<file path="src/hdl/core_params.svh">
`ifndef CORE_PARAMS_SVH
`define CORE_PARAMS_SVH

// major opcodes, instr[6:0]
`define OPC_OP      7'b0110011  // register-register
`define OPC_OPIMM   7'b0010011  // register-immediate
`define OPC_LOAD    7'b0000011
`define OPC_STORE   7'b0100011

// funct7, instr[31:25]
`define F7_ADD      7'b0000000
`define F7_SUB      7'b0100000
`define F7_MULDIV   7'b0000001  // M extension group

// funct3, instr[14:12]
`define F3_ADD      3'b000      // ADD, SUB, ADDI
`define F3_WORD     3'b010      // LW and SW width
`define F3_DIVU     3'b101

// alu operation codes
`define ALU_ADD     3'd0
`define ALU_SUB     3'd1
`define ALU_PASS    3'd2        // result is the divider quotient

// forwarding selects, MEM wins over WB
`define FWD_NONE    2'd0        // operand from register file
`define FWD_WB      2'd1
`define FWD_MEM     2'd2

`define DIV_CYCLES  32          // one quotient bit per step

`endif

</file>
<file path="src/hdl/core_pkg.sv">
`default_nettype none

package core_pkg;

    // data path and address width
    typedef logic [31:0] word_t;

    // architectural register number, x0..x31
    typedef logic [4:0] reg_idx_t;

    // operand source select in EX
    typedef logic [1:0] fwd_sel_t;

    // alu function code from the decoder
    typedef logic [2:0] alu_op_t;

    // iterative divider sequencing
    typedef enum logic [1:0] {
        DIV_IDLE,  // waiting for start
        DIV_RUN,   // shift-subtract steps
        DIV_DONE   // quotient valid, one cycle
    } div_state_t;

endpackage

`default_nettype wire

</file>
<file path="src/hdl/hazard_unit.sv">
`default_nettype none
`timescale 1ns/1ps
`include "core_params.svh"

module hazard_unit import core_pkg::*; (
    input  reg_idx_t rd_e,
    input  reg_idx_t rd_m,
    input  reg_idx_t rd_w,
    input  reg_idx_t rs1_d,
    input  reg_idx_t rs2_d,
    input  reg_idx_t rs1_e,
    input  reg_idx_t rs2_e,
    input  logic     rs1_used_d,   // decode reads rs1
    input  logic     rs2_used_d,   // decode reads rs2
    input  logic     rs1_used_e,   // EX reads rs1
    input  logic     rs2_used_e,   // EX reads rs2
    input  logic     reg_write_m,  // valid writer in MEM
    input  logic     reg_write_w,  // valid writer in WB
    input  logic     load_e,       // valid load in EX
    input  logic     div_busy_e,   // divider holds EX
    input  logic     mem_ready_m,  // data port not waiting

    output logic     stall,        // load-use bubble
    output fwd_sel_t fwd_rs1,
    output fwd_sel_t fwd_rs2,
    output logic     div_stall,
    output logic     cache_stall
);

logic hit_m_rs1;
logic hit_w_rs1;
logic hit_m_rs2;
logic hit_w_rs2;
logic load_use;

// a producer matches only if it writes and is not x0
assign hit_m_rs1 = reg_write_m && (rd_m != '0) && (rd_m == rs1_e);
assign hit_w_rs1 = reg_write_w && (rd_w != '0) && (rd_w == rs1_e);
assign hit_m_rs2 = reg_write_m && (rd_m != '0) && (rd_m == rs2_e);
assign hit_w_rs2 = reg_write_w && (rd_w != '0) && (rd_w == rs2_e);

always_comb begin
    fwd_rs1 = `FWD_NONE;
    if (rs1_used_e) begin
        if (hit_m_rs1) begin
            fwd_rs1 = `FWD_MEM;     // youngest result first
        end else if (hit_w_rs1) begin
            fwd_rs1 = `FWD_WB;
        end
    end
end

always_comb begin
    fwd_rs2 = `FWD_NONE;
    if (rs2_used_e) begin
        if (hit_m_rs2) begin
            fwd_rs2 = `FWD_MEM;
        end else if (hit_w_rs2) begin
            fwd_rs2 = `FWD_WB;
        end
    end
end

// load data only exists after MEM, so a consumer right behind must wait a cycle
assign load_use = load_e && (rd_e != '0) &&
                  ((rs1_used_d && (rd_e == rs1_d)) || (rs2_used_d && (rd_e == rs2_d)));

assign stall       = load_use;
assign div_stall   = div_busy_e;     // EX occupied until quotient
assign cache_stall = !mem_ready_m;   // data port back-pressure

endmodule

`default_nettype wire

</file>
<file path="src/hdl/reg_file.sv">
`default_nettype none
`timescale 1ns/1ps

module reg_file import core_pkg::*; (
    input  logic     clk,
    input  logic     rst_n,
    input  logic     we,      // WB commit
    input  reg_idx_t waddr,
    input  word_t    wdata,
    input  reg_idx_t raddr1,
    input  reg_idx_t raddr2,
    output word_t    rdata1,
    output word_t    rdata2
);

word_t regs [1:31];   // x0 has no storage

always_ff @(posedge clk or negedge rst_n) begin
    if (!rst_n) begin
        for (int i = 1; i < 32; i++) begin
            regs[i] <= '0;
        end
    end else if (we && (waddr != '0)) begin
        regs[waddr] <= wdata;
    end
end

// write-through so decode sees the value WB commits this cycle
assign rdata1 = (raddr1 == '0)                ? '0    :
                (we && (waddr == raddr1))     ? wdata :
                                                regs[raddr1];

assign rdata2 = (raddr2 == '0)                ? '0    :
                (we && (waddr == raddr2))     ? wdata :
                                                regs[raddr2];

endmodule

`default_nettype wire

</file>
<file path="src/hdl/instr_decoder.sv">
`default_nettype none
`timescale 1ns/1ps
`include "core_params.svh"

module instr_decoder import core_pkg::*; (
    input  word_t    instr,
    output reg_idx_t rs1,
    output reg_idx_t rs2,
    output reg_idx_t rd,
    output logic     rs1_used,
    output logic     rs2_used,
    output logic     reg_write,
    output logic     is_load,
    output logic     is_store,
    output logic     is_div,
    output logic     use_imm,   // alu operand b from imm
    output logic     illegal,   // outside the subset, becomes a bubble
    output word_t    imm,
    output alu_op_t  alu_op
);

logic [6:0] opcode;
logic [2:0] funct3;
logic [6:0] funct7;
word_t      imm_i;
word_t      imm_s;

assign opcode = instr[6:0];
assign funct3 = instr[14:12];
assign funct7 = instr[31:25];
assign rd     = instr[11:7];
assign rs1    = instr[19:15];
assign rs2    = instr[24:20];

assign imm_i = {{20{instr[31]}}, instr[31:20]};
assign imm_s = {{20{instr[31]}}, instr[31:25], instr[11:7]};
assign imm   = (opcode == `OPC_STORE) ? imm_s : imm_i;

always_comb begin
    rs1_used  = 1'b0;      // everything off unless a legal match
    rs2_used  = 1'b0;
    reg_write = 1'b0;
    is_load   = 1'b0;
    is_store  = 1'b0;
    is_div    = 1'b0;
    use_imm   = 1'b0;
    illegal   = 1'b1;
    alu_op    = `ALU_ADD;
    case (opcode)
        `OPC_OP: begin
            if ((funct3 == `F3_ADD) && ((funct7 == `F7_ADD) || (funct7 == `F7_SUB))) begin
                illegal   = 1'b0;
                rs1_used  = 1'b1;
                rs2_used  = 1'b1;
                reg_write = 1'b1;
                alu_op    = (funct7 == `F7_SUB) ? `ALU_SUB : `ALU_ADD;
            end else if ((funct3 == `F3_DIVU) && (funct7 == `F7_MULDIV)) begin
                illegal   = 1'b0;
                rs1_used  = 1'b1;
                rs2_used  = 1'b1;
                reg_write = 1'b1;
                is_div    = 1'b1;
                alu_op    = `ALU_PASS;   // quotient from the divider
            end
        end
        `OPC_OPIMM: begin
            if (funct3 == `F3_ADD) begin   // ADDI only
                illegal   = 1'b0;
                rs1_used  = 1'b1;
                reg_write = 1'b1;
                use_imm   = 1'b1;
            end
        end
        `OPC_LOAD: begin
            if (funct3 == `F3_WORD) begin
                illegal   = 1'b0;
                rs1_used  = 1'b1;          // base address
                reg_write = 1'b1;
                is_load   = 1'b1;
                use_imm   = 1'b1;
            end
        end
        `OPC_STORE: begin
            if (funct3 == `F3_WORD) begin
                illegal   = 1'b0;
                rs1_used  = 1'b1;
                rs2_used  = 1'b1;          // store data
                is_store  = 1'b1;
                use_imm   = 1'b1;
            end
        end
        default: ;
    endcase
end

endmodule

`default_nettype wire

</file>
<file path="src/hdl/iter_divider.sv">
`default_nettype none
`timescale 1ns/1ps
`include "core_params.svh"

module iter_divider import core_pkg::*; (
    input  logic  clk,
    input  logic  rst_n,
    input  logic  start,     // sampled only when idle
    input  word_t dividend,
    input  word_t divisor,
    output logic  busy,
    output logic  done,      // one-cycle strobe
    output word_t quotient
);

div_state_t  state;
logic [5:0]  step;        // iteration count
word_t       quo;         // dividend shifts out, quotient bits shift in
word_t       rem;         // partial remainder, always below the divisor
word_t       dvsr;
logic        dvsr_zero;
logic [32:0] rem_shift;
logic [32:0] trial;

assign rem_shift = {rem, quo[31]};            // bring down next dividend bit
assign trial     = rem_shift - {1'b0, dvsr};  // msb set means it does not fit

always_ff @(posedge clk or negedge rst_n) begin
    if (!rst_n) begin
        state <= DIV_IDLE;
        step  <= '0;
    end else begin
        case (state)
            DIV_IDLE: begin
                if (start) begin
                    state <= DIV_RUN;
                    step  <= '0;
                end
            end
            DIV_RUN: begin
                step <= step + 6'd1;
                if (step == 6'(`DIV_CYCLES - 1)) begin
                    state <= DIV_DONE;
                end
            end
            default: state <= DIV_IDLE;   // done lasts a single cycle
        endcase
    end
end

always_ff @(posedge clk) begin
    if ((state == DIV_IDLE) && start) begin
        quo       <= dividend;
        rem       <= '0;
        dvsr      <= divisor;
        dvsr_zero <= (divisor == '0);
    end else if (state == DIV_RUN) begin
        if (!trial[32]) begin
            rem <= trial[31:0];               // subtract and keep
            quo <= {quo[30:0], 1'b1};
        end else begin
            rem <= rem_shift[31:0];           // restore
            quo <= {quo[30:0], 1'b0};
        end
    end
end

assign busy     = (state == DIV_RUN);
assign done     = (state == DIV_DONE);
assign quotient = dvsr_zero ? '1 : quo;       // RISC-V x/0 gives all ones

endmodule

`default_nettype wire

</file>
<file path="src/hdl/pipe_core.sv">
`default_nettype none
`timescale 1ns/1ps
`include "core_params.svh"

module pipe_core import core_pkg::*; (
    input  logic     clk,
    input  logic     rst_n,
    output word_t    imem_addr,
    input  word_t    imem_data,     // combinational instruction fetch
    output logic     dmem_req,
    output logic     dmem_we,
    output word_t    dmem_addr,
    output word_t    dmem_wdata,
    input  logic     dmem_ready,
    input  word_t    dmem_rdata,    // valid with req and ready
    output logic     retire_valid,
    output reg_idx_t retire_rd,
    output word_t    retire_value
);

// fetch and IF/ID
word_t    pc;
logic     valid_d;
word_t    instr_d;

// decode outputs
reg_idx_t rs1_d, rs2_d, rd_d;
logic     rs1_used_d, rs2_used_d, reg_write_d, illegal_d;
logic     is_load_d, is_store_d, is_div_d, use_imm_d;
word_t    imm_d, rdata1_d, rdata2_d;
alu_op_t  alu_op_d;

// ID/EX
logic     valid_e;
reg_idx_t rs1_e, rs2_e, rd_e;
logic     rs1_used_e, rs2_used_e, reg_write_e;
logic     is_load_e, is_store_e, is_div_e, use_imm_e;
word_t    imm_e, rdata1_e, rdata2_e;
alu_op_t  alu_op_e;
word_t    op_a_e;       // forwarded rs1
word_t    op_b_e;       // forwarded rs2, also store data
word_t    alu_b_e;
word_t    alu_res_e;

// divider handshake
logic     div_start, div_busy, div_done;
logic     div_hold;     // quotient delivered, DIVU still frozen in EX
word_t    div_quot;

// EX/MEM and MEM/WB
logic     valid_m, reg_write_m, is_load_m, is_store_m;
reg_idx_t rd_m;
word_t    alu_res_m, wdata_m, result_m;
logic     valid_w, reg_write_w, wb_commit;
reg_idx_t rd_w;
word_t    result_w;

// hazard unit
logic     stall, div_stall, cache_stall, mem_ready_m;
fwd_sel_t fwd_rs1, fwd_rs2;
logic     hold_front;   // fetch and decode frozen
logic     hold_ex;      // EX frozen

function automatic word_t fwd_mux(input fwd_sel_t sel, input word_t rf_val,
                                  input word_t mem_val, input word_t wb_val);
    case (sel)
        `FWD_MEM: fwd_mux = mem_val;
        `FWD_WB:  fwd_mux = wb_val;
        default:  fwd_mux = rf_val;
    endcase
endfunction

assign hold_front = cache_stall || div_stall || stall;
assign hold_ex    = cache_stall || div_stall;
assign imem_addr  = pc;

instr_decoder i_decoder (
    .instr(instr_d), .rs1(rs1_d), .rs2(rs2_d), .rd(rd_d),
    .rs1_used(rs1_used_d), .rs2_used(rs2_used_d), .reg_write(reg_write_d),
    .is_load(is_load_d), .is_store(is_store_d), .is_div(is_div_d),
    .use_imm(use_imm_d), .illegal(illegal_d), .imm(imm_d), .alu_op(alu_op_d)
);

reg_file i_reg_file (
    .clk(clk), .rst_n(rst_n), .we(wb_commit), .waddr(rd_w), .wdata(result_w),
    .raddr1(rs1_d), .raddr2(rs2_d), .rdata1(rdata1_d), .rdata2(rdata2_d)
);

hazard_unit i_hazard (
    .rd_e(rd_e), .rd_m(rd_m), .rd_w(rd_w),
    .rs1_d(rs1_d), .rs2_d(rs2_d), .rs1_e(rs1_e), .rs2_e(rs2_e),
    .rs1_used_d(valid_d && rs1_used_d), .rs2_used_d(valid_d && rs2_used_d),
    .rs1_used_e(valid_e && rs1_used_e), .rs2_used_e(valid_e && rs2_used_e),
    .reg_write_m(valid_m && reg_write_m), .reg_write_w(valid_w && reg_write_w),
    .load_e(valid_e && is_load_e), .div_busy_e(div_start || div_busy),
    .mem_ready_m(mem_ready_m),
    .stall(stall), .fwd_rs1(fwd_rs1), .fwd_rs2(fwd_rs2),
    .div_stall(div_stall), .cache_stall(cache_stall)
);

// EX operand select and alu
assign op_a_e  = fwd_mux(fwd_rs1, rdata1_e, alu_res_m, result_w);
assign op_b_e  = fwd_mux(fwd_rs2, rdata2_e, alu_res_m, result_w);
assign alu_b_e = use_imm_e ? imm_e : op_b_e;

always_comb begin
    case (alu_op_e)
        `ALU_SUB:  alu_res_e = op_a_e - alu_b_e;
        `ALU_PASS: alu_res_e = div_quot;    // valid in the done cycle
        default:   alu_res_e = op_a_e + alu_b_e;   // also load/store address
    endcase
end

// start once per DIVU, operands latched by the divider
assign div_start = valid_e && is_div_e && !div_busy && !div_done && !div_hold;

iter_divider i_divider (
    .clk(clk), .rst_n(rst_n), .start(div_start), .dividend(op_a_e), .divisor(op_b_e),
    .busy(div_busy), .done(div_done), .quotient(div_quot)
);

// MEM stage, request held while the pipe is frozen
assign dmem_req    = valid_m && (is_load_m || is_store_m);
assign dmem_we     = valid_m && is_store_m;
assign dmem_addr   = alu_res_m;
assign dmem_wdata  = wdata_m;
assign mem_ready_m = !dmem_req || dmem_ready;
assign result_m    = is_load_m ? dmem_rdata : alu_res_m;

// WB commits once, on the cycle it is allowed to move on
assign wb_commit    = valid_w && reg_write_w && !cache_stall;
assign retire_valid = wb_commit && (rd_w != '0);
assign retire_rd    = rd_w;
assign retire_value = result_w;

always_ff @(posedge clk or negedge rst_n) begin
    if (!rst_n) begin
        pc       <= '0;
        valid_d  <= 1'b0;
        valid_e  <= 1'b0;
        valid_m  <= 1'b0;
        valid_w  <= 1'b0;
        div_hold <= 1'b0;
    end else begin
        if (!hold_front) begin
            pc      <= pc + 32'd4;
            valid_d <= 1'b1;
        end
        if (!hold_ex) begin
            valid_e <= valid_d && !illegal_d && !stall;   // load-use bubble
        end
        if (!cache_stall) begin
            valid_m <= valid_e && !div_stall;             // divide bubble
            valid_w <= valid_m;
        end
        div_hold <= (div_hold || div_done) && cache_stall;
    end
end

always_ff @(posedge clk) begin
    if (!hold_front) begin
        instr_d <= imem_data;
    end
    if (!hold_ex) begin
        rs1_e       <= rs1_d;
        rs2_e       <= rs2_d;
        rd_e        <= rd_d;
        rs1_used_e  <= rs1_used_d;
        rs2_used_e  <= rs2_used_d;
        reg_write_e <= reg_write_d;
        is_load_e   <= is_load_d;
        is_store_e  <= is_store_d;
        is_div_e    <= is_div_d;
        use_imm_e   <= use_imm_d;
        imm_e       <= imm_d;
        alu_op_e    <= alu_op_d;
        rdata1_e    <= rdata1_d;
        rdata2_e    <= rdata2_d;
    end
    if (!cache_stall) begin
        rd_m        <= rd_e;
        reg_write_m <= reg_write_e;
        is_load_m   <= is_load_e;
        is_store_m  <= is_store_e;
        alu_res_m   <= alu_res_e;
        wdata_m     <= op_b_e;
        rd_w        <= rd_m;
        reg_write_w <= reg_write_m;
        result_w    <= result_m;
    end
end

endmodule

`default_nettype wire

</file>
<file path="config.mk">
export PLATFORM = sky130hd
export DESIGN_NAME = pipe_core
export DESIGN_NICKNAME = d
export VERILOG_FILES = /design/src/hdl/core_pkg.sv /design/src/hdl/hazard_unit.sv /design/src/hdl/reg_file.sv /design/src/hdl/instr_decoder.sv /design/src/hdl/iter_divider.sv /design/src/hdl/pipe_core.sv
export VERILOG_INCLUDE_DIRS = /design/src /design/src/hdl
export SDC_FILE = /design/constraint.sdc
export NUM_CORES = 2
export LEC_CHECK = 0
export ABC_AREA = 1
export ABC_CLOCK_PERIOD_IN_PS = 12840
export BUFFER_PORTS_ARGS = -buffer_cell sky130_fd_sc_hd__buf_2
export CORE_MARGIN = 4
export CORE_UTILIZATION = 45
export CTS_BUF_LIST = sky130_fd_sc_hd__clkbuf_4
export DETAILED_ROUTE_END_ITERATION = 16
export HOLD_SLACK_MARGIN = 0.08
export PLACE_DENSITY_LB_ADDON = 0.2
export SKIP_CTS_REPAIR_TIMING = 1
export SYNTH_ARGS = -nofsm -noshare
export SYNTH_HDL_FRONTEND = slang
export SYNTH_SLANG_ARGS = --single-unit
export TNS_END_PERCENT = 1
</file>
<file path="constraint.sdc">
create_clock -name clk -period 12.84 [get_ports clk]
set_clock_uncertainty 0.2 [all_clocks]
set_input_delay 0.642 -clock clk [delete_from_list [all_inputs] [get_ports clk]]
set_output_delay 0.642 -clock clk [all_outputs]
set_load 0.01 [all_outputs]
</file>
==> out/metrics.cfg <==
[setup_path]
path_max_fanout = 60
r2r_cells = 27
crit_path_end_kind = register
arrival_ps = 8490
r2r_setup_slack_ps = 5190
cp.required_ps = 13680
crit_type = register to register
start_kind = register
reg2reg_from = retire_rd[0]
r2r-end = dmem_addr[26]

[drt]
drc = 0
ant_nets = 0
met3_length_um = 34800
detailroute.via_count = 73176
first_iter_violations = 9130
avgRoutedWirePerCell_um = 26.7
wirelength_um = 318000
vias_per_cell = 6.14
wl_met1_um = 125000
highest-signal-layer = met5
wl_met2_um = 138000
drt_pass1_iterations = 9

[sta]
finalSetupViolCount = 0
hold_viol = 0
max-slew-margin-rel = 0.0197
rsz0062_at_grt = false
period_share = 0.596
post-route-min-period_ps = 7650
hold_ws_ps = 231
slew_viol_final = 0
setup_slack_ps = 5190
fmax_ghz = 0.131
tightest_slew_ps = 1460
finalSetupTns_ps = 0

[cts]
clock_sinks = 1373
tritoncts = yes
clk_latency_ps = 1470
clk_pin_slew_worst_paths_ps = 80
cts_root_buf = clkbuf_4
clk_path_buf_depth = 4
cts-buffers-inserted = 393
cts_max_level = 5

[worst_hold_path]
min_from = is_store_e
whs_endpoint = is_store_m
hold_class = register to register
hold_depth = 0

[die]
num_rows = 148
initial_core_util = 0.454
die_h_um = 414
die_x_um = 414
core_um2 = 163000
dieArea_um2 = 171000
io_pins = 203

[pwr]
finalPower_mw = 10.7
peakVddDrop_uv = 108
power_density_nw_per_um2 = 130
p_leak_nw = 34.9

[synth]
synth_cell_types = 56
synth_edf_count = 306
synth-seq-cells = 1373
netlist_area_um2 = 74100
avgSynthCellArea_um2 = 7.97
synthArstFlopShare = 0.754
yosysTopAreaCell = dfrtp_1
synthCells = 9304
yosysSeqAreaShare = 0.482
yosys-top-cells-area = dfrtp_1 (35%), edfxtp_1 (12%), o21ai_0 (12%), nand2_1 (10%), a21oi_1 (5.1%)
synth_top_area_frac = 0.349
yosysWarnings = 0
synth-main-ff-cell = dfrtp_1

[placed_design]
dpl_worst_slack_ps = 5420
hpwl_um = 188000
dp.cells = 11082
postPlaceCellArea_um2 = 76400
routabilityCongestion = 0.929
portBuffers = 200

[layout]
instances_no_fill = 11923
area_delta_synth_final_pct = 11.5
drive_above_1_share = 0.110
layout_commonest_cell = nand2_1
nNetsFinal = 9580
final_cell_area_um2 = 82700
layout_common_cells = nand2_1 (1,965), o21ai_0 (1,777), dfrtp_1 (1,035)
post-route-util = 0.506

[global_routing]
grt_first_pass_wirelength_um = 462000
grt_pass1_vias = 69244
gr-total-overflow = 0
grt_max_degree = 181
antenna_found_initial = 12
grt_usage = 0.362

[run_status]
run_status = completed

[flow_run]
max_cap_violations = 0

## logic make-up after synthesis
| family | synth area share |
|---|---|
| AOI/OAI and AO/OA | 0.252 |
| and+or+nand+nor | 0.155 |
| buffers and inverters | 0.0842 |
| other | 0.0000506 |
| adders and majority gates | 0.0135 |
| DFF | 0.482 |
| xor gates and xnor gates | 0.0137 |
## Yosys cell counts (7+ instances only)
cell / number
o221ai_1: 407
a31oi_1: 8
inv_2: 9
nand4_1: 40
nand2_2: 19
edfxtp_1: 306
xnor2_1: 44
nand3_1: 328
nand2_1: 1970
a22oi_1: 48
o2111ai_1: 22
nand3b_1: 15
or2_2: 34
nor2_1: 328
a21o_1: 10
nor4_1: 22
o21ai_1: 55
a21oi_1: 753
buf_2: 74
ha_1: 77
dfrtp_1: 1035
inv_1: 872
xor2_1: 72
o211ai_1: 137
o21ai_0: 1777
o22ai_1: 24
dfxtp_1: 32
nor3_1: 52
clkbuf_1: 630
and2_1: 7
buf_1: 42
## final cells by class
type                    instances  area [µm²]
fillers                     16073       80600
flip-flops and latches       1373       35700
multi-input cells            6298       32400
clock buffers                 592        4440
repair buffers                483        3570
inverters                     885        3340
well taps                    2175        2720
clock inverters               104         449
diodes                         13        32.5
## how the worst max path moves through the flow
stage                             from            end  slack (ps)
final                     retire_rd[0]  dmem_addr[26]        5190
after global routing      retire_rd[0]  dmem_addr[26]        4650
after CTS                 retire_rd[0]  dmem_addr[26]        5280
after detailed placement  retire_rd[0]  dmem_addr[26]        5420
after global placement    retire_rd[0]  dmem_addr[31]        5400
after floorplan              is_load_m    alu_op_e[0]        6300
## sequential cells by signal, indices dropped and copies added (netlist names), 2 cells and up
signal and flops:
rd_e 5, retire_rd 5, i_divider.dvsr 32, rs2_e 5
rs1_e 5, imm_e 12, dmem_wdata 32, i_reg_file.regs 992
imem_addr 30, retire_value 32, rdata2_e 32, i_divider.rem 32
dmem_addr 32, i_divider.quo 32, i_divider.state 2, instr_d 32
rd_m 5, i_divider.step 6, rdata1_e 32
## power breakdown
group,internal [mW],switching (mW),leakage [nW]
clock network,2.12,2.00,2.96
registers,4.62,0.278,17.9
logic,0.370,1.33,14.0
## critical path, cell delays in order, from the launching register on
cell and delay (ps):
edfxtp_1 670, nor2_1 1030, nand2_1 170, nand2_1 170
inv_1 70, nand4_1 140, inv_1 60, ha_1 410
inv_2 760, nand3_1 190, nand3_1 110, nand2_1 110
nor2_1 150, nand2_1 60, nor2_1 220, nand2_1 110
nor2_1 210, nor2_1 140, a21oi_2 260, xor2_1 340
ha_1 280, nand2_1 150, o21ai_0 510, a21oi_1 90
o211ai_1 390, a21oi_1 100, o21ai_0 90, nand2_1 60
## metal layers
metal,GRT usage,vias up
li1,-,32454
met1,0.478,34833
met2,0.548,4683
met3,0.0840,1202
met4,0.207,4
met5,0,-
(Power assumes the default switching activity.)
